--- config.mk ---
export PLATFORM = sky130hd
export DESIGN_NAME = rgmii_send
export DESIGN_NICKNAME = d
export VERILOG_FILES = /design/src/source/eth_tx_pkg.sv /design/src/source/rgmii_send.sv
export SDC_FILE = /design/constraint.sdc
export NUM_CORES = 1
export LEC_CHECK = 0
export CAP_MARGIN = 10
export CORE_UTILIZATION = 25
export CTS_CLUSTER_DIAMETER = 100
export DETAILED_ROUTE_END_ITERATION = 16
export DONT_BUFFER_PORTS = 1
export PLACE_DENSITY_LB_ADDON = 0.25
export SLEW_MARGIN = 20
export SYNTH_ARGS = -nofsm -noshare
export SYNTH_HDL_FRONTEND = slang
export SYNTH_SLANG_ARGS = --single-unit
export TNS_END_PERCENT = 5
--- constraint.sdc ---
create_clock -name clock -period 5.18 [get_ports clock]
set_clock_uncertainty 0.15 [all_clocks]
set_input_delay 0.518 -clock clock [delete_from_list [all_inputs] [get_ports clock]]
set_output_delay 0.518 -clock clock [all_outputs]
set_load 0.05 [all_outputs]
--- src/source/eth_tx_pkg.sv ---
`default_nettype none

package eth_tx_pkg;

  // --------------------------------------------------------------------------
  // sizes and constants
  // --------------------------------------------------------------------------
  localparam int fifo_depth   = 2048;
  localparam int fifo_count_w = 12;
  localparam int fifo_ptr_w   = $clog2(fifo_depth);
  localparam int min_payload  = 60;
  localparam int pad_cnt_w    = $clog2(min_payload + 1);
  localparam int preamble_len = 8;
  localparam int ifg_len      = 12;
  localparam int axil_addr_w  = 32;

  // seven 0x55 then the SFD, top byte goes out first
  localparam logic [63:0] preamble_word = 64'h5555_5555_5555_55d5;
  localparam logic [31:0] crc_poly_refl = 32'hedb8_8320;
  localparam logic [31:0] crc_seed      = 32'hffff_ffff;

  // register byte addresses
  localparam logic [axil_addr_w-1:0] reg_status    = 32'h0;
  localparam logic [axil_addr_w-1:0] reg_tx_data   = 32'h4;
  localparam logic [axil_addr_w-1:0] reg_frame_cnt = 32'h8;

  localparam logic [1:0] resp_okay   = 2'b00;
  localparam logic [1:0] resp_slverr = 2'b10;

  // frame builder states
  localparam logic [1:0] bld_idle    = 2'd0;
  localparam logic [1:0] bld_payload = 2'd1;
  localparam logic [1:0] bld_pad     = 2'd2;
  localparam logic [1:0] bld_crc     = 2'd3;

  // sender states, one-hot
  localparam logic [2:0] snd_idle = 3'b001;
  localparam logic [2:0] snd_send = 3'b010;
  localparam logic [2:0] snd_gap  = 3'b100;

  // --------------------------------------------------------------------------
  // bundles
  // --------------------------------------------------------------------------
  typedef struct packed {
    logic [7:0] data;
    logic       last;
  } tx_byte_t;

  typedef struct packed {
    logic [axil_addr_w-1:0] awaddr;
    logic                   awvalid;
    logic [31:0]            wdata;
    logic [3:0]             wstrb;
    logic                   wvalid;
    logic                   bready;
    logic [axil_addr_w-1:0] araddr;
    logic                   arvalid;
    logic                   rready;
  } axil_req_t;

  typedef struct packed {
    logic        awready;
    logic        wready;
    logic [1:0]  bresp;
    logic        bvalid;
    logic        arready;
    logic [31:0] rdata;
    logic [1:0]  rresp;
    logic        rvalid;
  } axil_rsp_t;

  // one registered byte time on the rgmii pins
  typedef struct packed {
    logic       ctl;
    logic [3:0] rise;
    logic [3:0] fall;
  } rgmii_pair_t;

endpackage

`default_nettype wire

--- src/source/rgmii_send.sv ---
`timescale 1ns/1ps
`default_nettype none

module rgmii_send (
  input  wire        clock,
  input  wire        reset,
  input  wire  [7:0] tx_data,
  input  wire        tx_enable,
  output logic       active,
  output logic       frame_done,
  output logic [3:0] rgmii_txd,
  output logic       rgmii_tx_ctl
);
  import eth_tx_pkg::*;

  logic [8*preamble_len-1:0] shift_reg;
  logic [2:0]                state;
  logic [3:0]                bytes_left;
  logic                      sending;
  rgmii_pair_t               pair;

  // --------------------------------------------------------------------------
  // preamble shift register
  // --------------------------------------------------------------------------
  assign sending    = tx_enable || (state == snd_send);
  assign active     = sending || (state == snd_gap);
  assign frame_done = (state == snd_gap) && (bytes_left == 4'd0);

  // idle keeps the preamble loaded, payload follows it out the top
  always_ff @(posedge clock) begin
    if (sending) begin
      shift_reg <= {shift_reg[8*preamble_len-9:0], tx_data};
    end else begin
      shift_reg <= preamble_word;
    end
  end

  // --------------------------------------------------------------------------
  // state machine
  // --------------------------------------------------------------------------
  always_ff @(posedge clock) begin
    if (reset) begin
      state      <= snd_idle;
      bytes_left <= 4'd0;
    end else begin
      case (state)
        snd_idle: begin
          if (tx_enable) begin
            state      <= snd_send;
            bytes_left <= 4'(preamble_len - 1);
          end
        end
        snd_send: begin
          // purge count restarts while payload keeps coming
          if (tx_enable) begin
            bytes_left <= 4'(preamble_len - 1);
          end else if (bytes_left != 4'd0) begin
            bytes_left <= bytes_left - 4'd1;
          end else begin
            bytes_left <= 4'(ifg_len - 1);
            state      <= snd_gap;
          end
        end
        snd_gap: begin
          if (bytes_left != 4'd0) begin
            bytes_left <= bytes_left - 4'd1;
          end else begin
            state <= snd_idle;
          end
        end
        default: state <= snd_idle;
      endcase
    end
  end

  // --------------------------------------------------------------------------
  // ddr output stage
  // --------------------------------------------------------------------------
  always_ff @(posedge clock) begin
    pair.rise <= shift_reg[8*preamble_len-5 -: 4];
    pair.fall <= shift_reg[8*preamble_len-1 -: 4];
    if (reset) begin
      pair.ctl <= 1'b0;
    end else begin
      pair.ctl <= sending;
    end
  end

  // low nibble in the high half, high nibble in the low half
  assign rgmii_txd    = clock ? pair.rise : pair.fall;
  // no tx errors so both halves carry the enable
  assign rgmii_tx_ctl = pair.ctl;

endmodule

`default_nettype wire

==> flow_metrics.tcl <==
set metrics [dict create \
    port_buffers 0 \
    antenna_cells 0 \
    crit_fanout 2 \
    async_flop_share_pct 0 \
    ys_ff_latch 80 \
    rows 35 \
    r2r_end "shift_reg[26]$_SDFF_PN1_" \
    finalSetupViolations 0 \
    critPathRequiredTime_ps 4510 \
    post-cts-setup-buffer-count 0 \
    vias 1199 \
    layout.cells.most_common "dfxtp_1" \
    final_cell_mix "dfxtp_1, or2_2, nor2b_1, clkbuf_8, nor2_1" \
    gr-usage-met3_pct 4.99 \
    top_usage_layer "met2" \
    initial_core_util_pct 25.7 \
    place_ws_ps 1550 \
    yosysSeqAreaShare_pct 67.3 \
    rsz0062_at_grt "no" \
    grt_pass1_vias 1143 \
    holdWs_ps 35.0 \
    endpoint_kind "primary output" \
    ant_nets 0 \
    avgSynthCellArea_um2 12.0 \
    grtUsageMet2_pct 8.76 \
    drtIter0Drc 32 \
    setup_slack_ps 1290 \
    cts_tree "built" \
    ff2ff_path_depth 4 \
    setup_tns_ps 0 \
    area_delta_synth_final_pct 16.1 \
    cp.arrival_ps 3220 \
    ys.flop_type "dfxtp_1" \
    crit_path_end "rgmii_txd[3]" \
    gp_congestion 0.641 \
    outcome "complete, no violations" \
    drt-total-wl_mm 2.87 \
    grt_first_pass_wirelength_mm 4.93 \
    finalMaxSlewViolations 0 \
    ys_types 30 \
    io-pin-count 18 \
    die_w_um 99.5 \
    rrSetupSlack_ps 3220 \
    cts.clk_slew.worst_paths_ps 70 \
    vdd_drop_max_mv 0.157 \
    die-area_um2 9910 \
    drc 0 \
    nets 221 \
    dp_hpwl_mm 1.57 \
    clk_latency_ps 430 \
    powerDensity_nw_per_um2 425 \
    largest_reg_flops 64 \
    vias_per_cell 3.52 \
    crit_type "clk -> out" \
    wl_per_cell_um 8.40 \
    syn_area_um2 2380 \
    drv_cap 0 \
    grt_use_met1_pct 7.55 \
    core_um2 9240 \
    ys_warn_count 0 \
    syn-num-nets 212 \
    maxSlewHeadroom_pct 35.0 \
    antenna_found_initial 0 \
    synth_cells 199 \
    drive_gt1_share_pct 29.7 \
    hp-class "in -> reg" \
    placed_cell_area_um2 2530 \
    leakage_nw 1.00 \
    finalHoldViolations 0 \
    die_h_um 99.5 \
    final_area_um2 2760 \
    first_pass_iters 4 \
    grt_overflow 0 \
    cp-startpoint "clock" \
    r2r_start "state[0]$_SDFFE_PP1P_" \
    grt_usage_pct 7.06 \
    synth-edff-count 0 \
    start_kind "clock port" \
    grt_max_degree 44 \
    tightest_slew_ps 974 \
]
-- per-layer routing --
metal	vias to the layer above	part of all wire [%]	routed length, um
li1	648	-	-
met1	517	49	1400
met2	27	41	1180
met3	7	8.0	228
met4	0	1.9	55
met5	-	0	0
-- cell usage after synthesis, types with 2 or more instances --
master	count	share of area [%]
clkbuf_1	6	0.95
nor3_1	2	0.42
buf_2	2	0.42
a211oi_1	3	0.95
or2_2	33	8.7
mux2_2	4	1.9
a21oi_1	2	0.42
o31ai_1	2	0.63
nor2b_1	31	8.2
dfxtp_1	80	67
nor3b_1	2	0.63
nand2b_1	2	0.53
nand2_1	2	0.32
inv_1	5	0.79
ha_1	2	1.1
nor2_1	7	1.1
-- worst min-delay path by stage --
stage                        startpoint                      end  slack, ps  cells after the start
2_1_floorplan  shift_reg[60]$_SDFF_PN1_          pair[0]$_DFF_P_        160                      0
3_3_place_gp   shift_reg[62]$_SDFF_PN1_          pair[2]$_DFF_P_        160                      0
3_5_place_dp   shift_reg[61]$_SDFF_PN0_          pair[1]$_DFF_P_        160                      0
4_1_cts                      tx_data[4]  shift_reg[4]$_SDFF_PN1_          6                      1
5_1_grt                      tx_data[6]  shift_reg[6]$_SDFF_PN1_        0.5                      1
6_report                     tx_data[2]  shift_reg[2]$_SDFF_PN1_         40                      1
-- cells by family after synthesis --
kind of cell | after synthesis | share of synthesized area [%]
buffers and inverters | 13 | 2.16
XOR/XNOR | 1 | 0.368
AND/OR/NAND/NOR | 83 | 21.4
flip-flops | 80 | 67.3
adder cells (fa/ha/maj) | 2 | 1.05
AO/OA/AOI/OAI | 16 | 5.84
multiplexers | 4 | 1.89
-- cell type report --
type	instances	area (um2)
Timing Repair Buffer	2	17.5
Inverter	5	18.8
Tap cell	129	161
Multi-Input combinational cell	106	737
Clock inverter	5	33.8
Clock buffer	14	193
Fill cell	993	6480
Sequential cell	80	1600
-- critical path, stage by stage --
cell	delay [ps]
clkbuf_8	110
clkbuf_8	130
mux2_2	390
-- report_power, final --
part / total [W] / internal (W) / switching (W)
Sequential: 0.000640 / 0.000632 / 0.00000857
Clock: 0.000485 / 0.000258 / 0.000227
Combinational: 0.0000473 / 0.0000204 / 0.0000270
Total: 0.00117 / 0.000910 / 0.000262
-- per-stage QoR --
step | total power [W] | std cells | util [%]
6_report | 0.00117 | 341 | 29.9
3_5_place_dp | 0.000712 | 321 | 27.3
2_1_floorplan | 0.000704 | 199 | -
3_3_place_gp | 0.000711 | 321 | 27.3
5_1_grt | 0.00124 | 341 | 29.9
4_1_cts | 0.00120 | 341 | 29.9
-- what timing repair did --
item	4_1_cts	5_1_grt
endpoints found under the hold margin	6	0
endpoints found under the setup margin	0	0
hold buffers	1	0
resized for setup	0	0
No activity file was read; power rests on OpenSTA's default activity.
