File: src/source/eth_tx_pkg.sv
`default_nettype none

package eth_tx_pkg;

  // --------------------------------------------------------------------------
  // sizes and constants
  // --------------------------------------------------------------------------
  localparam int fifo_depth   = 2048;
  localparam int fifo_count_w = 12;
  localparam int fifo_ptr_w   = $clog2(fifo_depth);
  localparam int min_payload  = 60;
  localparam int pad_cnt_w    = $clog2(min_payload + 1);
  localparam int preamble_len = 8;
  localparam int ifg_len      = 12;
  localparam int axil_addr_w  = 32;

  // seven 0x55 then the SFD, top byte goes out first
  localparam logic [63:0] preamble_word = 64'h5555_5555_5555_55d5;
  localparam logic [31:0] crc_poly_refl = 32'hedb8_8320;
  localparam logic [31:0] crc_seed      = 32'hffff_ffff;

  // register byte addresses
  localparam logic [axil_addr_w-1:0] reg_status    = 32'h0;
  localparam logic [axil_addr_w-1:0] reg_tx_data   = 32'h4;
  localparam logic [axil_addr_w-1:0] reg_frame_cnt = 32'h8;

  localparam logic [1:0] resp_okay   = 2'b00;
  localparam logic [1:0] resp_slverr = 2'b10;

  // frame builder states
  localparam logic [1:0] bld_idle    = 2'd0;
  localparam logic [1:0] bld_payload = 2'd1;
  localparam logic [1:0] bld_pad     = 2'd2;
  localparam logic [1:0] bld_crc     = 2'd3;

  // sender states, one-hot
  localparam logic [2:0] snd_idle = 3'b001;
  localparam logic [2:0] snd_send = 3'b010;
  localparam logic [2:0] snd_gap  = 3'b100;

  // --------------------------------------------------------------------------
  // bundles
  // --------------------------------------------------------------------------
  typedef struct packed {
    logic [7:0] data;
    logic       last;
  } tx_byte_t;

  typedef struct packed {
    logic [axil_addr_w-1:0] awaddr;
    logic                   awvalid;
    logic [31:0]            wdata;
    logic [3:0]             wstrb;
    logic                   wvalid;
    logic                   bready;
    logic [axil_addr_w-1:0] araddr;
    logic                   arvalid;
    logic                   rready;
  } axil_req_t;

  typedef struct packed {
    logic        awready;
    logic        wready;
    logic [1:0]  bresp;
    logic        bvalid;
    logic        arready;
    logic [31:0] rdata;
    logic [1:0]  rresp;
    logic        rvalid;
  } axil_rsp_t;

  // one registered byte time on the rgmii pins
  typedef struct packed {
    logic       ctl;
    logic [3:0] rise;
    logic [3:0] fall;
  } rgmii_pair_t;

endpackage

`default_nettype wire

File: src/source/frame_builder.sv
`timescale 1ns/1ps
`default_nettype none

module frame_builder (
  input  wire                                clock,
  input  wire                                reset,
  input  wire eth_tx_pkg::tx_byte_t          head,
  input  wire                                not_empty,
  input  wire [eth_tx_pkg::fifo_count_w-1:0] frames_ready,
  output logic                               pop,
  output logic                               crc_clear,
  output logic                               crc_enable,
  output logic [7:0]                         crc_data,
  input  wire  [31:0]                        crc,
  output logic [7:0]                         tx_data,
  output logic                               tx_enable,
  input  wire                                active
);
  import eth_tx_pkg::*;

  logic [1:0]           state;
  logic [pad_cnt_w-1:0] byte_cnt;
  logic [pad_cnt_w-1:0] cnt_next;
  logic [1:0]           crc_idx;
  logic                 start;
  logic [7:0]           next_byte;

  // a whole frame is queued and the sender finished its gap
  assign start = (state == bld_idle) && (frames_ready != '0) && !active;

  // byte count saturates once the minimum length is reached
  assign cnt_next = (byte_cnt == pad_cnt_w'(min_payload)) ? byte_cnt : byte_cnt + 1'b1;

  always_comb begin
    case (state)
      bld_pad: next_byte = 8'h00;
      bld_crc: next_byte = crc[{crc_idx, 3'b000} +: 8];
      default: next_byte = head.data;
    endcase
  end

  // --------------------------------------------------------------------------
  // fifo and crc strobes
  // --------------------------------------------------------------------------
  assign pop        = start || (state == bld_payload);
  assign crc_clear  = (state == bld_idle);
  assign crc_enable = start || (state == bld_payload) || (state == bld_pad);
  // crc absorbs each byte on the edge it enters tx_data
  assign crc_data   = next_byte;

  always_ff @(posedge clock) begin
    tx_data <= next_byte;
  end

  always_ff @(posedge clock) begin
    if (reset) begin
      state     <= bld_idle;
      tx_enable <= 1'b0;
      byte_cnt  <= '0;
      crc_idx   <= 2'd0;
    end else begin
      case (state)
        bld_idle: begin
          tx_enable <= start;
          byte_cnt  <= pad_cnt_w'(1);
          crc_idx   <= 2'd0;
          // a one byte frame always needs padding
          if (start) begin
            state <= head.last ? bld_pad : bld_payload;
          end
        end
        bld_payload: begin
          byte_cnt <= cnt_next;
          if (head.last) begin
            state <= (cnt_next < pad_cnt_w'(min_payload)) ? bld_pad : bld_crc;
          end
        end
        bld_pad: begin
          byte_cnt <= cnt_next;
          if (cnt_next == pad_cnt_w'(min_payload)) begin
            state <= bld_crc;
          end
        end
        default: begin
          // tx_enable drops one cycle after the last crc byte
          crc_idx <= crc_idx + 2'd1;
          if (crc_idx == 2'd3) begin
            state <= bld_idle;
          end
        end
      endcase
    end
  end

  a_pop_not_empty: assert property (
    @(posedge clock) disable iff (reset) pop |-> not_empty
  );

endmodule

`default_nettype wire

File: config.mk
export PLATFORM = sky130hd
export DESIGN_NAME = frame_builder
export DESIGN_NICKNAME = d
export VERILOG_FILES = /design/src/source/eth_tx_pkg.sv /design/src/source/frame_builder.sv
export SDC_FILE = /design/constraint.sdc
export NUM_CORES = 1
export LEC_CHECK = 0
export ABC_AREA = 1
export ABC_CLOCK_PERIOD_IN_PS = 2400
export BUFFER_PORTS_ARGS = -buffer_cell sky130_fd_sc_hd__buf_2
export CAP_MARGIN = 20
export CORE_MARGIN = 4
export CORE_UTILIZATION = 25
export DETAILED_ROUTE_END_ITERATION = 10
export GPL_TIMING_DRIVEN = 0
export PLACE_DENSITY_LB_ADDON = 0.3
export SLEW_MARGIN = 0
export SYNTH_ARGS = -nofsm -noshare
export SYNTH_HDL_FRONTEND = slang
export SYNTH_SLANG_ARGS = --single-unit
File: constraint.sdc
create_clock -name clock -period 2.4 [get_ports clock]
set_input_delay 0.48 -clock clock [delete_from_list [all_inputs] [get_ports clock]]
set_output_delay 0.48 -clock clock [all_outputs]
set_load 0.01 [all_outputs]
==> results.ini <==
[clock_network]
path_clk_slew_ps=70
cts_buffers=3
ctsHtreeMaxLevel=1
cts_buffer_depth=2
post-cts-setup-buffer-count=0
clock-root-buffer=clkbuf_8
cts-hold-fix-buffers=0
clock_sinks=19
insertion_delay_ps=260
cts_tree=done

[sta]
layout_min_cycle_time_ps=2280
hold_viol=0
clock.fmax_mhz=439
postLayoutSetupSlackWorst_ps=123
setup_violations=0
fin_crit_sh_pct=94.9
final.setup_skew_ps=2.81
tightest_slew_ps=440
unrepaired_setup_endpoints_after_global_routing=no
report.final.slew_viol_count=0
relSlewSlack_pct=70.5
hold_ws_ps=472
timing.setup.tns_ps=0

[detailed_routing]
antenna_violating_nets_post_route=0
viasPerCell=4.53
avgRoutedWirePerCell_um=12.1
drt_wl_total_um=4040
drtIter0Drc=72
routed-via-count=1507
drcViolationCount=0
drt_pass1_iterations=4

[power]
comb_power_share_pct=60.6
leakagePower_nw=0.928
pwr_density_mw_per_mm2=955
clkPwrFrac_pct=13.4
switching_portion_of_total_power_pct=46.1
p_switching_mw=0.789
power.ir.vdd_worst_mv=0.409
internal_power_mw=0.922
report.power.total_mw=1.71
share_seq_of_total_power_pct=26.0

[yosys]
synth_area_per_cell_um2=6.76
synthAdderAreaFrac_pct=6.90
mappedNetlistNets=252
post_synth_and_or_nand_nor_area_fraction_pct=29.5
compound_gate_fraction_of_synth_area_pct=24.5
mapped_cells=188
synth.ff_latch_count=19
seq_area_frac_synth_pct=30.0
yosys.cell_types.count=25
synth_xor_area_share_pct=0.690
synthesis.area_mm2=0.00127
synth_top_family_by_area=simple AND/OR/NAND/NOR gates
yosys-mux-area-fraction_pct=0
synth-warning-count=0

[global_route]
grt_use_met3_pct=3.17
grtUsageMet1_pct=16.4
gr_busiest_metal=met2
grt_util_met2_pct=20.9
global_route_wire_length_before_repair_um=6390
grt_util_all_layers_pct=12.6
grt_start_max_net_pins=11
initial_antenna_violation_count=0
global_route.overflow_total=0
via_count_of_the_first_global_routing_pass=1432

[setup_path]
reg2reg_end=state[1]
setup.worst_path.start=crc_idx[0]
worst-path-max-fanout=10
cp.required_ps=1920
worst_ep_arrival_time_ps=1800
regToRegSetupSlack_ps=720
worst_r2r_path_depth=11
worst_setup_path_end_kind=output pin
timing_worst_setup_path_type=flip-flop to output pin
worstSetupStartpointType=flip-flop
worst_r2r_startpoint=state[0]

[layout]
post_route_cells_drive_above_1_share_pct=38.3
most-common-layout-cells=buf_2, nand2_1, a21oi_1, dfxtp_1, inv_1
num-nets-final=331
final-seq-area_um2=380
layout_commonest_cell=buf_2
layout-area-overhead-vs-synth_pct=41.1
multi_input_area_um2=785
antennaDiodeCount=0
fillerInstances=546

[die]
initial_core_util_pct=26.4
floorplan.die_area_mm2=0.00628
io-pin-count=77
die_height_um=79.3
core_area_mm2=0.00482
rows=25
die_width_um=79.3

[placement]
dp_hpwl_um=3180
place.gp.congestion=0.804
io_buffer_count=74
place_ws_ps=83.2

[min_path]
hold_path_depth=2
worst_hold_path_type=input port to flip-flop
hp-start=head[6]
hold_end=tx_data[5]

[run]
maxCapViolations=0

[status]
outcome=complete, no violations

## cells in the mapped netlist
library cell	n	share of area, %
o21ai_0	3	1.2
nor4_1	1	0.49
nand2_2	2	0.99
clkinv_1	2	0.59
a21oi_1	25	9.9
buf_1	1	0.30
nand3_1	6	2.4
nand2_1	55	16
a221oi_1	8	5.5
inv_1	19	5.6
a21oi_4	1	1.3
inv_2	1	0.30
a31o_2	8	5.5
nor2_1	16	4.7
dfxtp_1	19	30
nand3b_4	1	1.6
buf_2	2	0.79
a211oi_1	1	0.59
ha_1	7	6.9
nand3_2	2	1.6
nand4_1	2	0.99
clkbuf_1	3	0.89
nor2_2	1	0.49
o211ai_1	1	0.59
xnor2_1	1	0.69
## flip-flops by register name, summed over array words and instances, names as in the netlist
name,cells
tx_data,8
byte_cnt,6
crc_idx,2
state,2
tx_enable,1
## worst max-delay path by stage
stage                             end  slack, ps  cells after the start
after detailed placement  crc_data[6]         80                      5
after global routing      crc_data[0]         20                      7
final                     crc_data[0]        120                      7
after global placement    crc_data[6]         70                      5
after floorplan           crc_data[0]        630                      4
after CTS                 crc_data[6]         10                      5
## metrics by stage
step	area, um^2	util, %	cells
final	1790	37.2	333
after global routing	1790	37.2	333
after CTS	1780	36.9	333
after detailed placement	1720	35.8	329
after global placement	1720	35.8	329
after floorplan	1270	-	188
## power by group through the flow
stage	Combinational [mW]	Clock [mW]	Sequential (mW)
after detailed placement	1.02	0	0.451
after floorplan	0.664	0	0.468
after global placement	1.01	0	0.449
after global routing	1.17	0.254	0.459
final	1.04	0.229	0.445
after CTS	1.03	0.240	0.444
## timing repair
item	4_1_cts	5_1_grt
hold endpoints to repair	0	0
endpoints found under the setup margin	8	8
resized for setup	4	8
## worst max-delay path, stage by stage, from the launching register on
cell        delay, ps
dfxtp_1           320
clkbuf_4          190
clkinvlp_4        150
buf_4             190
nand2_1            60
a221oi_1          340
a31o_2            170
buf_2             120
## per-layer routing
layer | part of all wire, % | wire [um]
met1 | 45 | 1820
met3 | 5.1 | 208
met5 | 0 | 0
met2 | 48 | 1950
met4 | 1.5 | 59
## area by class of cell
type	instances	share of cell area (%)
inverter	22	5.10
multi-input combinational	141	43.8
clock buffer	4	2.51
tap	67	4.68
buffer	6	2.03
sequential	19	21.2
timing repair buffer	74	20.7
## kinds of logic after synthesis
logic type               after synthesis
AO/OA/AOI/OAI                         47
XOR/XNOR                               1
adder cells (fa/ha/maj)                7
buffers and inverters                 28
flip-flops                            19
AND/OR/NAND/NOR                       86
(Power assumes the default switching activity.)
