File: src/source/eth_tx_pkg.sv
`default_nettype none

package eth_tx_pkg;

  // --------------------------------------------------------------------------
  // sizes and constants
  // --------------------------------------------------------------------------
  localparam int fifo_depth   = 2048;
  localparam int fifo_count_w = 12;
  localparam int fifo_ptr_w   = $clog2(fifo_depth);
  localparam int min_payload  = 60;
  localparam int pad_cnt_w    = $clog2(min_payload + 1);
  localparam int preamble_len = 8;
  localparam int ifg_len      = 12;
  localparam int axil_addr_w  = 32;

  // seven 0x55 then the SFD, top byte goes out first
  localparam logic [63:0] preamble_word = 64'h5555_5555_5555_55d5;
  localparam logic [31:0] crc_poly_refl = 32'hedb8_8320;
  localparam logic [31:0] crc_seed      = 32'hffff_ffff;

  // register byte addresses
  localparam logic [axil_addr_w-1:0] reg_status    = 32'h0;
  localparam logic [axil_addr_w-1:0] reg_tx_data   = 32'h4;
  localparam logic [axil_addr_w-1:0] reg_frame_cnt = 32'h8;

  localparam logic [1:0] resp_okay   = 2'b00;
  localparam logic [1:0] resp_slverr = 2'b10;

  // frame builder states
  localparam logic [1:0] bld_idle    = 2'd0;
  localparam logic [1:0] bld_payload = 2'd1;
  localparam logic [1:0] bld_pad     = 2'd2;
  localparam logic [1:0] bld_crc     = 2'd3;

  // sender states, one-hot
  localparam logic [2:0] snd_idle = 3'b001;
  localparam logic [2:0] snd_send = 3'b010;
  localparam logic [2:0] snd_gap  = 3'b100;

  // --------------------------------------------------------------------------
  // bundles
  // --------------------------------------------------------------------------
  typedef struct packed {
    logic [7:0] data;
    logic       last;
  } tx_byte_t;

  typedef struct packed {
    logic [axil_addr_w-1:0] awaddr;
    logic                   awvalid;
    logic [31:0]            wdata;
    logic [3:0]             wstrb;
    logic                   wvalid;
    logic                   bready;
    logic [axil_addr_w-1:0] araddr;
    logic                   arvalid;
    logic                   rready;
  } axil_req_t;

  typedef struct packed {
    logic        awready;
    logic        wready;
    logic [1:0]  bresp;
    logic        bvalid;
    logic        arready;
    logic [31:0] rdata;
    logic [1:0]  rresp;
    logic        rvalid;
  } axil_rsp_t;

  // one registered byte time on the rgmii pins
  typedef struct packed {
    logic       ctl;
    logic [3:0] rise;
    logic [3:0] fall;
  } rgmii_pair_t;

endpackage

`default_nettype wire

File: src/source/crc32_eth.sv
`timescale 1ns/1ps
`default_nettype none

module crc32_eth (
  input  wire        clock,
  input  wire        reset,
  input  wire        clear,
  input  wire        enable,
  input  wire  [7:0] data,
  output logic [31:0] crc
);
  import eth_tx_pkg::*;

  logic [31:0] crc_reg;
  logic [31:0] base;

  // one byte through the reflected polynomial, lsb first
  function automatic logic [31:0] crc_step(input logic [31:0] value, input logic [7:0] byte_in);
    logic [31:0] r;
    r = value ^ {24'h0, byte_in};
    for (int i = 0; i < 8; i++) begin
      r = r[0] ? ((r >> 1) ^ crc_poly_refl) : (r >> 1);
    end
    return r;
  endfunction

  // clear seeds first so a byte on the same cycle starts a new frame
  assign base = clear ? crc_seed : crc_reg;

  always_ff @(posedge clock) begin
    if (reset) begin
      crc_reg <= crc_seed;
    end else if (enable) begin
      crc_reg <= crc_step(base, data);
    end else if (clear) begin
      crc_reg <= crc_seed;
    end
  end

  // final inversion, byte 0 goes on the wire first
  assign crc = ~crc_reg;

endmodule

`default_nettype wire

File: config.mk
export PLATFORM = sky130hd
export DESIGN_NAME = crc32_eth
export DESIGN_NICKNAME = d
export VERILOG_FILES = /design/src/source/eth_tx_pkg.sv /design/src/source/crc32_eth.sv
export SDC_FILE = /design/constraint.sdc
export NUM_CORES = 1
export LEC_CHECK = 0
export BUFFER_PORTS_ARGS = -buffer_cell sky130_fd_sc_hd__clkbuf_2
export CELL_PAD_IN_SITES_DETAIL_PLACEMENT = 0
export CELL_PAD_IN_SITES_GLOBAL_PLACEMENT = 2
export CORE_MARGIN = 2
export CORE_UTILIZATION = 33
export DETAILED_ROUTE_END_ITERATION = 8
export PLACE_DENSITY = 0.8
export SKIP_CTS_REPAIR_TIMING = 1
export SLEW_MARGIN = 0
export SYNTH_ARGS = -nofsm -noshare
export SYNTH_HDL_FRONTEND = slang
export SYNTH_SLANG_ARGS = --single-unit
File: constraint.sdc
create_clock -name clock -period 3.3 [get_ports clock]
set_input_delay 0.66 -clock clock [delete_from_list [all_inputs] [get_ports clock]]
set_output_delay 0.66 -clock clock [all_outputs]
set_load 0.1 [all_outputs]
==> results of run 1 <==
==> through the flow <==
stage | util (%) | instances | power [mW]
after floorplan | - | 329 | 1.52
after global placement | 38.2 | 458 | 1.74
after detailed placement | 38.2 | 458 | 1.74
after CTS | 39.4 | 466 | 2.08
after global routing | 39.4 | 466 | 2.18
final | 39.4 | 466 | 2.07
==> layout make-up <==
type	count	area, µm²	area share [%]
Multi-Input combinational cell	237	1780	58.1
Sequential cell	32	641	20.9
Timing Repair Buffer	53	290	9.49
Inverter	34	128	4.17
Tap cell	102	128	4.17
Clock buffer	7	86.3	2.82
Clock inverter	1	7.51	0.245
==> cells in the mapped netlist (3+ instances only) <==
library cell  count  area, µm²
nor4_1            3       18.8
nand3_1           3       15.0
inv_1            33        124
o22ai_1          10       62.6
dfxtp_1          32        641
o211ai_1          3       22.5
o21bai_1          6       45.0
o21ai_0          10       50.1
clkbuf_1         17       63.8
a211o_1           6       52.6
xnor2_1          41        359
xor3_1            5        119
xnor3_1          11        248
buf_1             3       11.3
a21oi_1          14       70.1
nand2b_1         10       62.6
a31oi_1           8       50.1
or2_2            10       62.6
buf_2             3       15.0
xor2_1           12        105
nor3_1           14       70.1
nand2_1           5       18.8
nor2_1           46        173
==> logic make-up (layout without fill, tap and decap cells) <==
logic type,after synthesis,count (layout)
DFF,32,32
and+or+nand+nor,100,100
AOI/OAI and AO/OA,67,67
buffers and inverters,60,95
xor gates and xnor gates,70,70
==> critical path, delay by kind of cell <==
family,cells,cell delay [ns]
compound gates,4,1.08
simple gates,1,0.28
buf+inv,2,0.67
==> power by group through the flow <==
stage	Combinational, mW	Clock (mW)	Sequential, mW
after detailed placement	1.22	0	0.520
after CTS	1.23	0.344	0.512
after global routing	1.30	0.366	0.520
after global placement	1.23	0	0.519
after floorplan	1.03	0	0.491
final	1.22	0.337	0.509
==> path summary, 6_finish.rpt <==
path,end,startpoint,slack [ns]
max reg2reg,crc_reg[20]$_SDFF_PP1_,crc_reg[6]$_SDFF_PP1_,0.89
min reg2reg,crc_reg[31]$_SDFF_PP1_,crc_reg[31]$_SDFF_PP1_,0.53
max,crc_reg[20]$_SDFF_PP1_,clear,0.79
min,crc_reg[31]$_SDFF_PP1_,crc_reg[31]$_SDFF_PP1_,0.53
==> per-layer routing <==
layer | global-route usage, % | share of wire (%) | vias to the layer above | wire length, µm
li1 | - | - | 1158 | -
met1 | 26.6 | 48 | 1074 | 3610
met2 | 26.4 | 46 | 42 | 3450
met3 | 3.45 | 4.4 | 6 | 331
met4 | 3.14 | 0.74 | 0 | 55
met5 | 0 | 0 | - | 0
==> impl_metrics.yaml, run 1 <==
status:
  status: "finished, final reports clean"
setup_path:
  critPathKind: "primary input to register"
  cp.arrival_ns: 2.69
  cp_max_fo: 19
  reg2reg_depth: 7
  critPathRequiredTime_ns: 3.48
  critical_path.cell_chain: "clkbuf_2 > clkinv_1 > and3_1 > a211oi_1 > o211ai_1 > a211o_1 > a31o_1"
  startpoint_type: "primary input"
  critical_path.slowest_cell: "a211oi_1"
  endpoint_kind: "register"
  max_stage_delay_ns: 0.36
timing:
  rsz0062_at_grt: "no"
  fin_ws_ns: 0.791
  fin_crit_ns: 2.51
  final-hold-violation-count: 0
  hold_ws_ns: 0.533
  post-route-period-util_pct: 76.0
  tightest_slew_ns: 0.712
  report.final.slew_viol_count: 0
  finClkSkew_ns: 0.00743
  timing.fmax_ghz: 0.398
  setup_tns_ns: 0
  maxSlewHeadroom_pct: 52.1
  setup_viol: 0
power:
  p_seq_share_pct: 24.7
  p_per_area_nw_per_um2: 675
  p_sw_mw: 1.03
  vdd_drop_max_v: 0.000293
  p_leak_nw: 1.52
  power.internal_mw: 1.03
  power_frac_comb_pct: 59.0
  swShare_pct: 50.0
  pwr-share-clk_pct: 16.3
place:
  place.detailed.hpwl_um: 5570
  dp_slack_ns: 0.499
  placedInstanceArea_um2: 2960
  routabilityCongestion: 0.826
  port_buffers: 43
floorplan:
  core_area_um2: 7770
  start_util_pct: 34.2
  die-area_um2: 8780
  die_w_um: 93.7
  die_h_um: 93.7
  ios: 44
  num_rows: 32
synth:
  synth_compound_area_share_pct: 16.5
  yosys_most_used_dff: "dfxtp_1"
  ys_seq_area_share_pct: 24.1
  synth_simple_gate_area_share_pct: 18.2
  synth.distinct_cells: 41
  avgSynthCellArea_um2: 8.07
  synth_warnings: 0
  async_reset_ff_share_pct: 0
  yosys.area_share.adder_pct: 0
  synth_edf_count: 0
  ys_ff_latch: 32
  syn-cell-area_um2: 2660
  synthesis.nets: 341
  synthCells: 329
  synth-xor-area-share_pct: 32.3
  synthMuxAreaShare_pct: 0
  synth_top_family_by_area: "XOR/XNOR gates"
detailed_routing:
  drtIter0Drc: 88
  vias: 2280
  routedWlPerCell_um: 16.0
  wl_um: 7450
  drc: 0
  ant_nets: 0
  avgViaCountPerCell: 4.89
  firstDrtPassIters: 4
cts:
  clockRootBuffer: "clkbuf_8"
  cts_tree: "done"
  cts.sinks: 32
  clkTransAtPathRegs_ns: 0.07
  cts_buffers: 5
  htreeDepth: 2
  clk_path_buf_depth: 2
  insertion_delay_ns: 0.29
hold_path:
  hp-class: "register to register"
  hold_path_depth: 2
cells_and_area:
  finalNetCount: 375
  design_area_um2: 3060
  final_common_cell: "nor2_1"
  drive_gt1_share_pct: 20.3
  final_cell_mix: "nor2_1 (46), clkbuf_2 (43), xnor2_1 (41), inv_1 (33), dfxtp_1 (32)"
  largest_register_ffs: 32
  fill_cells: 840
  areaGrowthSynthToFinish_pct: 15.1
  diodes: 0
run:
  max_cap_viol_count: 0
global_routing:
  grt_usage_pct: 17.7
  grt_first_pass_wirelength_um: 11800
  antenna_found_initial: 0
  grt_overflow: 0
  grt_start_max_net_pins: 34
  grt_pass1_vias: 2088
Note: power is estimated with default switching activity, not from simulation.
==> run 2: changes to the inputs <==
--- a/config.mk
+++ b/config.mk
@@ -9,9 +9,9 @@
 export CELL_PAD_IN_SITES_DETAIL_PLACEMENT = 0
 export CELL_PAD_IN_SITES_GLOBAL_PLACEMENT = 2
 export CORE_MARGIN = 2
-export CORE_UTILIZATION = 33
+export CORE_UTILIZATION = 30
 export DETAILED_ROUTE_END_ITERATION = 8
-export PLACE_DENSITY = 0.8
+export PLACE_DENSITY = 0.76
 export SKIP_CTS_REPAIR_TIMING = 1
 export SLEW_MARGIN = 0
 export SYNTH_ARGS = -nofsm -noshare
==> constraint.sdc (replaced) <==
create_clock -name clock -period 2.2 [get_ports clock]
set_input_delay 0.44 -clock clock [delete_from_list [all_inputs] [get_ports clock]]
set_output_delay 0.44 -clock clock [all_outputs]
set_load 0.1 [all_outputs]
==> run 2 against run 1 <==
Cell area up 11%. Count of clock-buffer cells in the layout down 2. Critical path depth down 1. Highest routed layer unchanged. Die area up 9.6%. Non-clock buffer count up 37. Core utilization down 0.076 points. Final cell count up 9.2%. Sequential cell count unchanged.
==> impl_metrics.yaml, run 2 (synthesis gave the netlist of run 1 again) <==
status:
  status: "finished, final reports clean"
power:
  finalPower_mw: 3.32
  p_leak_nw: 1.72
  p_per_area_nw_per_um2: 978
  vdd_drop_max_v: 0.000435
timing:
  report.final.slew_viol_count: 0
  finClkSkew_ns: 0.0104
  timing.fmax_ghz: 0.482
  fin_crit_ns: 2.07
  post-route-period-util_pct: 94.3
  setup_viol: 0
  maxSlewHeadroom_pct: 58.1
  rsz0062_at_grt: "no"
  tightest_slew_ns: 0.629
  final-hold-violation-count: 0
setup_path:
  r2r-start: "crc_reg[2]$_SDFF_PP1_"
  critPathRequiredTime_ns: 2.38
  r2r_slack_ns: 0.13
  cp.arrival_ns: 2.26
  cp_max_fo: 4
  endpoint_kind: "register"
  startpoint_type: "register"
  reg2reg_depth: 6
  r2r-end: "crc_reg[21]$_SDFF_PP1_"
  critPathKind: "register to register"
global_routing:
  grt_start_max_net_pins: 54
  grt_usage_pct: 17.4
  grt_overflow: 0
  grt_first_pass_wirelength_um: 13000
  grt_pass1_vias: 2386
  antenna_found_initial: 0
detailed_routing:
  ant_nets: 0
  drc: 0
  avgViaCountPerCell: 4.85
  drtIter0Drc: 120
  firstDrtPassIters: 4
  vias: 2468
  routedWlPerCell_um: 15.8
  wl_um: 8020
floorplan:
  die_h_um: 98.1
  die-area_um2: 9620
  core_area_um2: 8640
  start_util_pct: 30.8
  ios: 44
  num_rows: 34
  die_w_um: 98.1
place:
  routabilityCongestion: 0.900
  port_buffers: 43
  place.detailed.hpwl_um: 6240
cts:
  cts.sinks: 32
  cts_tree: "done"
  insertion_delay_ns: 0.30
  clockRootBuffer: "clkbuf_8"
  clkTransAtPathRegs_ns: 0.08
  htreeDepth: 2
  cts_buffers: 5
  clk_path_buf_depth: 2
hold_path:
  hold_start: "crc_reg[15]$_SDFF_PP1_"
  hold_path_depth: 2
  hold_path_end: "crc_reg[15]$_SDFF_PP1_"
  hp-class: "register to register"
cells_and_area:
  largest_register_ffs: 32
  areaGrowthSynthToFinish_pct: 27.7
  seq_area_um2: 642
  fill_cells: 911
  final_cell_mix: "buf_4 (47), nor2_1 (46), clkbuf_2 (43), xnor2_1 (39), inv_1 (33)"
  multi_input_area_um2: 1810
  final_util_pct: 39.3
  diodes: 0
  drive_gt1_share_pct: 28.9
  final_common_cell: "buf_4"
  finalNetCount: 412
run:
  max_cap_viol_count: 0
[run 2: power by group]
group          total, mW  internal [mW]  switching (mW)
sequential         0.760          0.672          0.0880
clock              0.581          0.335           0.245
combinational       1.98          0.735            1.24
[run 2: worst max-delay path by stage]
stage	from	to
floorplan	data[0]	crc_reg[20]$_SDFF_PP1_
global placement	data[0]	crc_reg[29]$_SDFF_PP1_
detailed placement	clear	crc_reg[21]$_SDFF_PP1_
CTS	crc_reg[0]$_SDFF_PP1_	crc_reg[29]$_SDFF_PP1_
global route	crc_reg[4]$_SDFF_PP1_	crc_reg[23]$_SDFF_PP1_
finish	crc_reg[2]$_SDFF_PP1_	crc_reg[21]$_SDFF_PP1_
[run 2: routing by layer]
| metal | wire [µm] | vias to the layer above | GRT usage, % |
|---|---|---|---|
| met5 | 0 | - | 0 |
| met4 | 73 | 0 | 3.95 |
| met3 | 354 | 7 | 2.79 |
| met2 | 3580 | 47 | 26.1 |
| met1 | 4020 | 1185 | 26.2 |
| li1 | - | 1229 | - |
[run 2: through the flow]
stage | setup slack [ns] | hold slack, ns | TNS [ns] | cells | cell area [µm²]
floorplan | 0.0192 | 0.492 | 0 | 329 | 2690
detailed placement | -0.135 | 0.529 | -1.02 | 501 | 3280
global route | 0.00909 | 0.588 | 0 | 509 | 3390
CTS | 0.0428 | 0.547 | 0 | 509 | 3390
global placement | -0.139 | 0.522 | -0.887 | 501 | 3280
finish | 0.125 | 0.547 | 0 | 509 | 3390
[run 2: cell type report]
cell class,count,share of cell area [%]
Multi-Input combinational cell,237,53.3
Sequential cell,32,18.9
Timing Repair Buffer,90,16.7
Tap cell,108,3.98
Inverter,34,3.76
Clock buffer,5,2.03
Clock inverter,3,1.25
[run 2: worst max-delay path, stage by stage, from the launching register on]
cell and delay [ns]:
dfxtp_1 0.37, nor2_1 0.19, xor2_1 0.30, xnor3_1 0.54, xnor2_1 0.31, xnor2_1 0.17
a21oi_1 0.08
