[config.mk]
export PLATFORM = sky130hd
export DESIGN_NAME = axil_tx_regs
export DESIGN_NICKNAME = d
export VERILOG_FILES = /design/src/source/eth_tx_pkg.sv /design/src/source/axil_tx_regs.sv
export SDC_FILE = /design/constraint.sdc
export NUM_CORES = 1
export LEC_CHECK = 0
export BUFFER_PORTS_ARGS = -buffer_cell sky130_fd_sc_hd__buf_2
export CORE_MARGIN = 1.5
export CORE_UTILIZATION = 50
export CTS_BUF_LIST = sky130_fd_sc_hd__clkbuf_8
export DETAILED_ROUTE_END_ITERATION = 10
export PLACE_DENSITY = 0.95
export SYNTH_ARGS = -nofsm -noshare
export SYNTH_HDL_FRONTEND = slang
export SYNTH_SLANG_ARGS = --single-unit
[constraint.sdc]
create_clock -name clock -period 7 [get_ports clock]
set_input_delay 2.1 -clock clock [delete_from_list [all_inputs] [get_ports clock]]
set_output_delay 2.1 -clock clock [all_outputs]
set_load 0.02 [all_outputs]
[src/source/eth_tx_pkg.sv]
`default_nettype none

package eth_tx_pkg;

  // --------------------------------------------------------------------------
  // sizes and constants
  // --------------------------------------------------------------------------
  localparam int fifo_depth   = 2048;
  localparam int fifo_count_w = 12;
  localparam int fifo_ptr_w   = $clog2(fifo_depth);
  localparam int min_payload  = 60;
  localparam int pad_cnt_w    = $clog2(min_payload + 1);
  localparam int preamble_len = 8;
  localparam int ifg_len      = 12;
  localparam int axil_addr_w  = 32;

  // seven 0x55 then the SFD, top byte goes out first
  localparam logic [63:0] preamble_word = 64'h5555_5555_5555_55d5;
  localparam logic [31:0] crc_poly_refl = 32'hedb8_8320;
  localparam logic [31:0] crc_seed      = 32'hffff_ffff;

  // register byte addresses
  localparam logic [axil_addr_w-1:0] reg_status    = 32'h0;
  localparam logic [axil_addr_w-1:0] reg_tx_data   = 32'h4;
  localparam logic [axil_addr_w-1:0] reg_frame_cnt = 32'h8;

  localparam logic [1:0] resp_okay   = 2'b00;
  localparam logic [1:0] resp_slverr = 2'b10;

  // frame builder states
  localparam logic [1:0] bld_idle    = 2'd0;
  localparam logic [1:0] bld_payload = 2'd1;
  localparam logic [1:0] bld_pad     = 2'd2;
  localparam logic [1:0] bld_crc     = 2'd3;

  // sender states, one-hot
  localparam logic [2:0] snd_idle = 3'b001;
  localparam logic [2:0] snd_send = 3'b010;
  localparam logic [2:0] snd_gap  = 3'b100;

  // --------------------------------------------------------------------------
  // bundles
  // --------------------------------------------------------------------------
  typedef struct packed {
    logic [7:0] data;
    logic       last;
  } tx_byte_t;

  typedef struct packed {
    logic [axil_addr_w-1:0] awaddr;
    logic                   awvalid;
    logic [31:0]            wdata;
    logic [3:0]             wstrb;
    logic                   wvalid;
    logic                   bready;
    logic [axil_addr_w-1:0] araddr;
    logic                   arvalid;
    logic                   rready;
  } axil_req_t;

  typedef struct packed {
    logic        awready;
    logic        wready;
    logic [1:0]  bresp;
    logic        bvalid;
    logic        arready;
    logic [31:0] rdata;
    logic [1:0]  rresp;
    logic        rvalid;
  } axil_rsp_t;

  // one registered byte time on the rgmii pins
  typedef struct packed {
    logic       ctl;
    logic [3:0] rise;
    logic [3:0] fall;
  } rgmii_pair_t;

endpackage

`default_nettype wire

[src/source/axil_tx_regs.sv]
`timescale 1ns/1ps
`default_nettype none

module axil_tx_regs (
  input  wire                                clock,
  input  wire                                reset,
  input  wire eth_tx_pkg::axil_req_t         axil_req,
  output eth_tx_pkg::axil_rsp_t              axil_rsp,
  output logic                               push,
  output eth_tx_pkg::tx_byte_t               push_byte,
  input  wire                                fifo_full,
  input  wire [eth_tx_pkg::fifo_count_w-1:0] fifo_count,
  input  wire                                tx_active,
  input  wire                                frame_done
);
  import eth_tx_pkg::*;

  logic        wr_accept;
  logic        rd_accept;
  logic        wr_is_data;
  logic        bvalid;
  logic [1:0]  bresp;
  logic        rvalid;
  logic [31:0] rdata;
  logic [31:0] rd_value;
  logic [31:0] frame_cnt;

  // --------------------------------------------------------------------------
  // handshakes
  // --------------------------------------------------------------------------
  // address and data must arrive together, one write in flight
  assign wr_accept  = axil_req.awvalid && axil_req.wvalid && !bvalid;
  assign rd_accept  = axil_req.arvalid && !rvalid;
  assign wr_is_data = (axil_req.awaddr == reg_tx_data);

  // byte in wdata[7:0], end-of-frame mark in wdata[8]
  assign push           = wr_accept && wr_is_data && !fifo_full;
  assign push_byte.data = axil_req.wdata[7:0];
  assign push_byte.last = axil_req.wdata[8];

  always_comb begin
    axil_rsp.awready = wr_accept;
    axil_rsp.wready  = wr_accept;
    axil_rsp.bresp   = bresp;
    axil_rsp.bvalid  = bvalid;
    axil_rsp.arready = rd_accept;
    axil_rsp.rdata   = rdata;
    axil_rsp.rresp   = resp_okay;
    axil_rsp.rvalid  = rvalid;
  end

  // read mux, unmapped reads give zero
  always_comb begin
    case (axil_req.araddr)
      reg_status:    rd_value = {4'h0, fifo_count, 14'h0, fifo_full, tx_active};
      reg_frame_cnt: rd_value = frame_cnt;
      default:       rd_value = 32'h0;
    endcase
  end

  // --------------------------------------------------------------------------
  // response and counter registers
  // --------------------------------------------------------------------------
  always_ff @(posedge clock) begin
    if (reset) begin
      bvalid    <= 1'b0;
      rvalid    <= 1'b0;
      frame_cnt <= 32'h0;
    end else begin
      if (wr_accept) begin
        bvalid <= 1'b1;
      end else if (axil_req.bready) begin
        bvalid <= 1'b0;
      end
      if (rd_accept) begin
        rvalid <= 1'b1;
      end else if (axil_req.rready) begin
        rvalid <= 1'b0;
      end
      // wraps on overflow
      if (frame_done) begin
        frame_cnt <= frame_cnt + 32'd1;
      end
    end
  end

  // payload side of the responses
  always_ff @(posedge clock) begin
    if (wr_accept) begin
      bresp <= (wr_is_data && fifo_full) ? resp_slverr : resp_okay;
    end
    if (rd_accept) begin
      rdata <= rd_value;
    end
  end

  // a write response only follows an accepted write
  a_bvalid_after_write: assert property (
    @(posedge clock) disable iff (reset) $rose(bvalid) |-> $past(wr_accept)
  );

endmodule

`default_nettype wire

==> results of run 1 <==
critical path, cell delays in order:
cell and delay [ns]:
sky130_fd_sc_hd__buf_2 0.10, sky130_fd_sc_hd__nor4b_1 0.37, sky130_fd_sc_hd__nand4_1 0.21, sky130_fd_sc_hd__nor4_1 0.19
sky130_fd_sc_hd__buf_2 0.20
stage by stage:
| stage | instances | hold WS [ns] | worst slack, ns |
|---|---|---|---|
| 6_report | 497 | 0.489 | 1.72 |
| 5_1_grt | 497 | 0.524 | 1.64 |
| 4_1_cts | 496 | 0.492 | 1.73 |
| 3_5_place_dp | 480 | 0.481 | 1.74 |
| 3_3_place_gp | 480 | 0.460 | 1.76 |
| 2_1_floorplan | 314 | 0.452 | 0.971 |
synthesized netlist by cell type, drive strengths merged, types with 2 or more instances:
library cell | number | area [um^2]
clkbuf | 10 | 37.5
nand2 | 11 | 41.3
mux2 | 2 | 22.5
buf | 24 | 166
dfxtp | 34 | 681
or2 | 3 | 18.8
nor2 | 27 | 101
nor2b | 3 | 18.8
inv | 11 | 41.3
edfxtp | 33 | 991
nor4 | 17 | 106
mux2i | 15 | 150
o21ai | 8 | 40.0
nor3 | 12 | 60.1
nand4 | 12 | 90.1
or3 | 8 | 50.1
a21oi | 21 | 105
o31ai | 12 | 90.1
and2 | 13 | 81.3
xor2 | 3 | 26.3
nand3 | 6 | 30.0
or4 | 15 | 113
xnor2 | 6 | 52.6
layout by cell type (no fill, tap or decap):
cell type                    count
sky130_fd_sc_hd__nor2b_1         2
sky130_fd_sc_hd__inv_6           1
sky130_fd_sc_hd__or2_2           3
sky130_fd_sc_hd__xnor2_1         6
sky130_fd_sc_hd__conb_1          3
sky130_fd_sc_hd__nand4_1        11
sky130_fd_sc_hd__nand4_4         1
sky130_fd_sc_hd__nor2b_4         1
sky130_fd_sc_hd__clkinv_2        1
sky130_fd_sc_hd__nand2_1        11
sky130_fd_sc_hd__inv_1          11
sky130_fd_sc_hd__ha_1            1
sky130_fd_sc_hd__or3_1           8
sky130_fd_sc_hd__clkbuf_8       10
sky130_fd_sc_hd__o31ai_1        12
sky130_fd_sc_hd__nand3_1         6
sky130_fd_sc_hd__a211oi_1        1
sky130_fd_sc_hd__edfxtp_1       33
sky130_fd_sc_hd__nand2b_1        1
sky130_fd_sc_hd__bufinv_16       3
sky130_fd_sc_hd__mux2_1          2
sky130_fd_sc_hd__and2_1         13
sky130_fd_sc_hd__nor4b_1         1
sky130_fd_sc_hd__or4_1          15
sky130_fd_sc_hd__nor3_1         12
sky130_fd_sc_hd__diode_2         1
sky130_fd_sc_hd__and4_1          1
sky130_fd_sc_hd__nor4_1         17
sky130_fd_sc_hd__nor2_1         27
sky130_fd_sc_hd__clkinvlp_4      1
sky130_fd_sc_hd__o21ai_0         8
sky130_fd_sc_hd__buf_2         124
sky130_fd_sc_hd__mux2i_1        15
sky130_fd_sc_hd__a21oi_1        21
sky130_fd_sc_hd__dfxtp_1        34
sky130_fd_sc_hd__buf_4           1
sky130_fd_sc_hd__xor2_1          3
flip-flops by register name, indices dropped and copies added, names as in the netlist:
name       count
bresp          1
bvalid         1
frame_cnt     32
rdata         32
rvalid         1
routing by layer:
metal / GRT usage [%] / share of wire [%] / up-vias
li1: - / - / 1333
met1: 24.8 / 37 / 1296
met2: 41.0 / 53 / 167
met3: 5.71 / 8.0 / 27
met4: 11.8 / 2.0 / 0
met5: 0 / 0 / -
power groups by stage:
stage	Sequential, mW	Combinational, mW	Clock, mW
6_report	0.428	0.0763	0.399
5_1_grt	0.429	0.0834	0.419
4_1_cts	0.428	0.0768	0.399
3_5_place_dp	0.437	0.0764	0
3_3_place_gp	0.436	0.0742	0
2_1_floorplan	0.449	0.0356	0
layout make-up:
class / instances / area, um^2
antenna: 1 / 2.50
clock buffer: 10 / 138
clock inverter: 6 / 111
fill: 459 / 2080
inverter: 11 / 41.3
multi-input combinational: 202 / 1260
sequential: 67 / 1670
tap: 75 / 93.8
timing repair buffer: 125 / 628
path summary, 6_finish.rpt:
path	startpoint	endpoint
worst min register to register	bvalid$_SDFFE_PP0P_	bvalid$_SDFFE_PP0P_
worst min-delay path	bvalid$_SDFFE_PP0P_	bvalid$_SDFFE_PP0P_
worst max-delay path	axil_req[78]	push
worst max register to register	frame_cnt[0]$_SDFFE_PP0P_	frame_cnt[26]$_SDFFE_PP0P_
cell families after synthesis:
family	Yosys count	synth area share (%)
AND/OR/NAND/NOR	130	23.2
buffers and inverters	45	7.76
adder cells (fa/ha/maj)	1	0.396
other	1	0.119
AO/OA/AOI/OAI	42	7.68
multiplexers	17	5.46
XOR/XNOR	9	2.49
flip-flops	67	52.9
==> Implementation_results.wiki, run 1 <==
{| class="wikitable"
! Metric !! Value
|-
| Status || complete, no violations
|-
| Worst-case vdd ir drop || 118 uV
|-
| Gate count after technology mapping || 312
|-
| Max Fanout on Critical Path || 2
|-
| Wire length of the first global-routing pass || 11400 um
|-
| Total Negative Setup Slacks || 0 ns
|-
| Signal arrival time at the worst endpoint || 3.18 ns
|-
| Unrepaired setup endpoints after global routing || false
|-
| Max-slew violation count || 0
|-
| Primary flip-flop cell chosen by synthesis mapping || sky130_fd_sc_hd__dfxtp_1
|-
| Placement-stage cell area || 0.00369 mm^2
|-
| Number of failing hold endpoints at the final stage || 0
|-
| Maximum buffer depth of the clock tree || 2
|-
| First-iteration detailed-routing DRC count || 279
|-
| Post-CTS Setup Inserts || 0
|-
| CP Capture Type || primary output
|-
| Clock network latency to the later pin of the worst-skew pair || 0.35 ns
|-
| Cell Pwr Density || 229 mW/mm^2
|-
| Global placement routability congestion || 0.915
|-
| Final setup violating endpoints || 0
|-
| Number of remaining DRC errors || 0
|-
| Routed wire length per instance || 16.0 um
|-
| Post-CTS sizing || 0
|-
| Highest clock frequency the design can meet || 189 MHz
|-
| Via count || 2823
|-
| I/O pin count || 173
|-
| Cell area after synthesis || 0.00316 mm^2
|-
| Hold Buf Count CTS || 0
|-
| HPWL after detailed placement || 5520 um
|-
| Register bit count reported by yosys || 67
|-
| CTS tree || done
|-
| Share of async-settable or async-resettable flops after synthesis || 0%
|-
| Actual transition at the worst max-transition pin || 1.08 ns
|-
| Placeable core area || 0.00603 mm^2
|-
| Worst reg-to-reg path cell count || 5
|-
| # rows || 28
|-
| Sequential cell fraction of total power || 47.4%
|-
| Average footprint of a synthesized cell || 10.1 um^2
|-
| Headroom to the max-slew limit || 27.4%
|-
| CTS sink count || 67
|-
| Overall routing resource usage || 22.9%
|-
| Utilization after layout || 65.5%
|-
| Floorplan die height || 82.5 um
|-
| Clock edge transition at the registers on the reported setup and hold paths || 0.07 ns
|-
| Global route total overflow || 0
|-
| Number of maximum-capacitance violations || 0
|-
| DIE AREA || 0.00681 mm^2
|-
| Switching share of total power || 22.3%
|-
| Die W || 82.5 um
|-
| Vias per Instance || 5.68
|-
| Growth of design area from synthesis to finish || 24.8%
|-
| Setup skew after layout || 0.0175 ns
|-
| Net switching component of the power || 0.201 mW
|-
| Cell at the root of the clock tree || sky130_fd_sc_hd__clkbuf_8
|-
| Final WL || 7940 um
|-
| Maximum number of pins on one net before global-route repair || 37
|-
| H-tree depth reported by CTS || 3
|-
| Cell-internal power || 0.701 mW
|-
| Number of synthesis warnings || 0
|-
| Part of the power in combinational logic || 8.5%
|-
| Critical path class || input pin to primary output
|-
| EDFF count, synth || 33
|-
| 1st-pass router iterations || 7
|-
| Vias in the first global route || 2520
|-
| Hold Path Stages || 2
|-
| # port buffers || 124
|-
| Clk pwr share || 44.2%
|-
| Starting Density || 52.5%
|-
| Net count reported at finish || 539
|-
| Antenna violations before repair || 1
|-
| WP data required || 4.90 ns
|-
| Leakage Power || 1.56 nW
|-
| Number of different library cells in the post-synthesis netlist || 33
|-
| Remaining antenna violation count after routing || 0
|-
| Sort of element at the start of the critical path || input pin
|-
| Slack of the worst reg-to-reg path || 4.46 ns
|-
| Post-layout min period || 5.28 ns
|-
| Final Cycle Share || 75.4%
|-
| Post-route standard cell area excluding fillers || 0.00395 mm^2
|-
| Power Total || 0.903 mW
|-
| Part of the Yosys area used for sequential elements || 52.9%
|-
| Layout cell share with drive strength beyond 1 || 34.7%
|-
| Path category of the worst min-delay check || flip-flop to flip-flop
|-
| Inserted Clock Buffers || 9
|}
Note: power is estimated with default switching activity, not from simulation.
==> run 2: changes to the inputs <==
- CORE_UTILIZATION: 50 -> 42
- PLACE_DENSITY: 0.95 -> 0.86
- clock period: 7 -> 4.6 ns (I/O delays scaled with it)
==> run 2 against run 1 <==
Cell count grew 4.8%; power rose by 44%; largest power group unchanged; sequential cell count unchanged.
==> Implementation_results.wiki, run 2 (synthesis results as in run 1) <==
{| class="wikitable"
! Metric !! Value
|-
| Status || complete, no violations
|-
| Final WL || 7200 um (-9.4%)
|-
| Number of remaining DRC errors || 0 (unchanged)
|-
| CTS sink count || 67 (unchanged)
|-
| Highest clock frequency the design can meet || 265 MHz
|-
| Cell-by-cell trace of the critical path || buf_2 -> nor4b_1 -> nand4_1 -> nor4_1 -> buf_2
|-
| Global route total overflow || 0 (unchanged)
|-
| Stages on the worst setup path || 5 (unchanged)
|-
| Slack of the worst reg-to-reg path || 2.11 ns (-2.35 ns)
|-
| Remaining antenna violation count after routing || 0 (unchanged)
|-
| Inserted Clock Buffers || 9 (unchanged)
|-
| Global placement routability congestion || 0.759 (-17%)
|-
| R2r endpoint || frame_cnt[22]$_SDFFE_PP0P_
|-
| Hold Path Stages || 2 (unchanged)
|-
| Via count || 2746 (-2.7%)
|-
| Final setup violating endpoints || 0 (unchanged)
|-
| Placeable core area || 0.00725 mm^2 (+20%)
|-
| Maximum buffer depth of the clock tree || 2 (unchanged)
|-
| Launch instance of the worst register-to-register path || frame_cnt[0]$_SDFFE_PP0P_
|-
| 1st-pass router iterations || 4 (-3)
|-
| Clock network latency to the later pin of the worst-skew pair || 0.35 ns (about the same)
|-
| Number of maximum-capacitance violations || 0 (unchanged)
|-
| Dpl ws || 0.823 ns (-0.914 ns)
|-
| First-iteration detailed-routing DRC count || 153 (-45%)
|-
| Leakage Power || 1.55 nW (-0.72%)
|-
| Starting Density || 43.6% (-8.9 points)
|-
| Worst-case vdd ir drop || 140 uV (+18%)
|-
| # port buffers || 124 (unchanged)
|-
| Highest cell delay on the worst timing path || 0.30 ns (-0.07 ns)
|-
| Growth of design area from synthesis to finish || 24.8% (about the same)
|-
| Setup skew after layout || 0.0117 ns (-0.00574 ns)
|-
| Antenna violations before repair || 0 (-1)
|-
| CTS tree || done
|-
| Overall routing resource usage || 18.5% (-4.4 points)
|-
| Post-route worst setup slack || 0.822 ns (-0.898 ns)
|-
| Critical path class || input pin to primary output
|-
| Vias in the first global route || 2541 (+0.83%)
|-
| Max Fanout on Critical Path || 2 (unchanged)
|-
| Count of antenna diodes in the layout || 0 (-1)
|-
| Cell Pwr Density || 329 mW/mm^2 (+44%)
|-
| Path category of the worst min-delay check || flip-flop to flip-flop
|-
| Clock edge transition at the registers on the reported setup and hold paths || 0.07 ns (about the same)
|-
| Max-slew violation count || 0 (unchanged)
|-
| Sort of element at the start of the critical path || input pin
|-
| Wire length of the first global-routing pass || 11700 um (+3.3%)
|-
| Unrepaired setup endpoints after global routing || false
|-
| Actual transition at the worst max-transition pin || 0.646 ns (-0.435 ns)
|-
| Hold Buf Count CTS || 0 (unchanged)
|-
| HPWL after detailed placement || 5190 um (-6.0%)
|-
| Post-CTS sizing || 0 (unchanged)
|-
| Power Total || 1.30 mW (+44%)
|-
| I/O pin count || 173 (unchanged)
|-
| Total Negative Setup Slacks || 0 ns (unchanged)
|-
| H-tree depth reported by CTS || 3 (unchanged)
|-
| DIE AREA || 0.00806 mm^2 (+18%)
|-
| Die W || 89.8 um (+8.8%)
|-
| Layout cell share with drive strength beyond 1 || 34.6% (-0.082 points)
|-
| Cell at the root of the clock tree || sky130_fd_sc_hd__clkbuf_8
|-
| Commonest non-fill, non-tap cells in the layout || sky130_fd_sc_hd__buf_2 (124), sky130_fd_sc_hd__dfxtp_1 (34), sky130_fd_sc_hd__edfxtp_1 (33), sky130_fd_sc_hd__nor2_1 (27), sky130_fd_sc_hd__a21oi_1 (21)
|-
| Signal arrival time at the worst endpoint || 2.40 ns (-0.78 ns)
|-
| Source of the critical timing path || axil_req[78]
|-
| Final Cycle Share || 82.1%
|-
| Number of failing hold endpoints at the final stage || 0 (unchanged)
|-
| CP Capture Type || primary output
|-
| # rows || 31 (+11%)
|-
| Layout filler cell count || 609 (+33%)
|-
| Floorplan die height || 89.8 um (+8.8%)
|-
| Biggest regs || frame_cnt x32, rdata x32
|-
| Net count reported at finish || 540 (+0.19%)
|-
| Total buffers and inverters traversed by the critical path || 2 (unchanged)
|-
| Kind of cell adding the most delay to the critical path || simple AND/OR/NAND/NOR gates
|-
| Post-CTS Setup Inserts || 0 (unchanged)
|-
| Cell with the most instances on the worst path || sky130_fd_sc_hd__buf_2
|-
| Worst reg-to-reg path cell count || 5 (unchanged)
|-
| Worst Setup EP || push
|-
| Minimum hold slack || 0.489 ns (-0.0000440 ns)
|-
| Utilization after layout || 54.4% (-11 points)
|-
| Vias per Instance || 5.27 (-7.2%)
|-
| Headroom to the max-slew limit || 56.9% (+30 points)
|-
| Maximum number of pins on one net before global-route repair || 37 (unchanged)
|-
| WP data required || 3.22 ns (-1.68 ns)
|-
| Post-layout min period || 3.78 ns
|-
| Most common cell after layout, fill and taps aside || sky130_fd_sc_hd__buf_2
|-
| Worst path slowest cell || sky130_fd_sc_hd__nor4b_1
|-
| Routed wire length per instance || 13.8 um (-14%)
|}
-- run 2: cell count changes in the layout (fill, tap and decap cells not counted), sizes merged --
cell,delta
clkbuf,-1
buf,+1
clkinv,+2
bufinv,-1
diode,-1
-- run 2: layout make-up --
class	count	area, um^2	area share (%)
Sequential cell	67	1670	42.4
Clock inverter	7	93.8	2.38
Inverter	11	41.3	1.05
Timing Repair Buffer	126	636	16.1
Tap cell	99	124	3.14
Multi-Input combinational cell	202	1250	31.8
Clock buffer	9	124	3.14
-- run 2: tightest hold or removal path, stage by stage, from the launching register on --
cell and delay (ns):
sky130_fd_sc_hd__dfxtp_1 0.32, sky130_fd_sc_hd__nand2b_1 0.07, sky130_fd_sc_hd__a21oi_1 0.05
-- run 2: worst min-delay path by stage --
stage / endpoint / from / slack, ns
2_1_floorplan: frame_cnt[30]$_SDFFE_PP0P_ / frame_cnt[30]$_SDFFE_PP0P_ / 0.45
3_3_place_gp: frame_cnt[30]$_SDFFE_PP0P_ / frame_cnt[30]$_SDFFE_PP0P_ / 0.46
3_5_place_dp: bvalid$_SDFFE_PP0P_ / bvalid$_SDFFE_PP0P_ / 0.47
4_1_cts: bvalid$_SDFFE_PP0P_ / bvalid$_SDFFE_PP0P_ / 0.49
5_1_grt: frame_cnt[29]$_SDFFE_PP0P_ / frame_cnt[29]$_SDFFE_PP0P_ / 0.52
6_report: bvalid$_SDFFE_PP0P_ / bvalid$_SDFFE_PP0P_ / 0.49
-- run 2: routing by layer --
layer  track usage, %  vias to the layer above  share of wire [%]
met5                0                        -                  0
met4             9.13                        0                2.4
met3             4.74                       18                8.3
met2             33.5                      143                 51
met1             19.9                     1249                 38
li1                 -                     1336                  -
-- run 2: power by group --
group          switching, mW  internal [mW]  leakage [nW]
combinational         0.0651         0.0484         0.835
clock                  0.229          0.304         0.111
sequential           0.00789          0.642         0.601
total                  0.302          0.995          1.55
-- run 2: stage by stage --
step           cells  instance area, um^2
3_5_place_dp     505                 3730
3_3_place_gp     505                 3730
2_1_floorplan    314                 3170
6_report         521                 3950
5_1_grt          521                 3950
4_1_cts          521                 3950
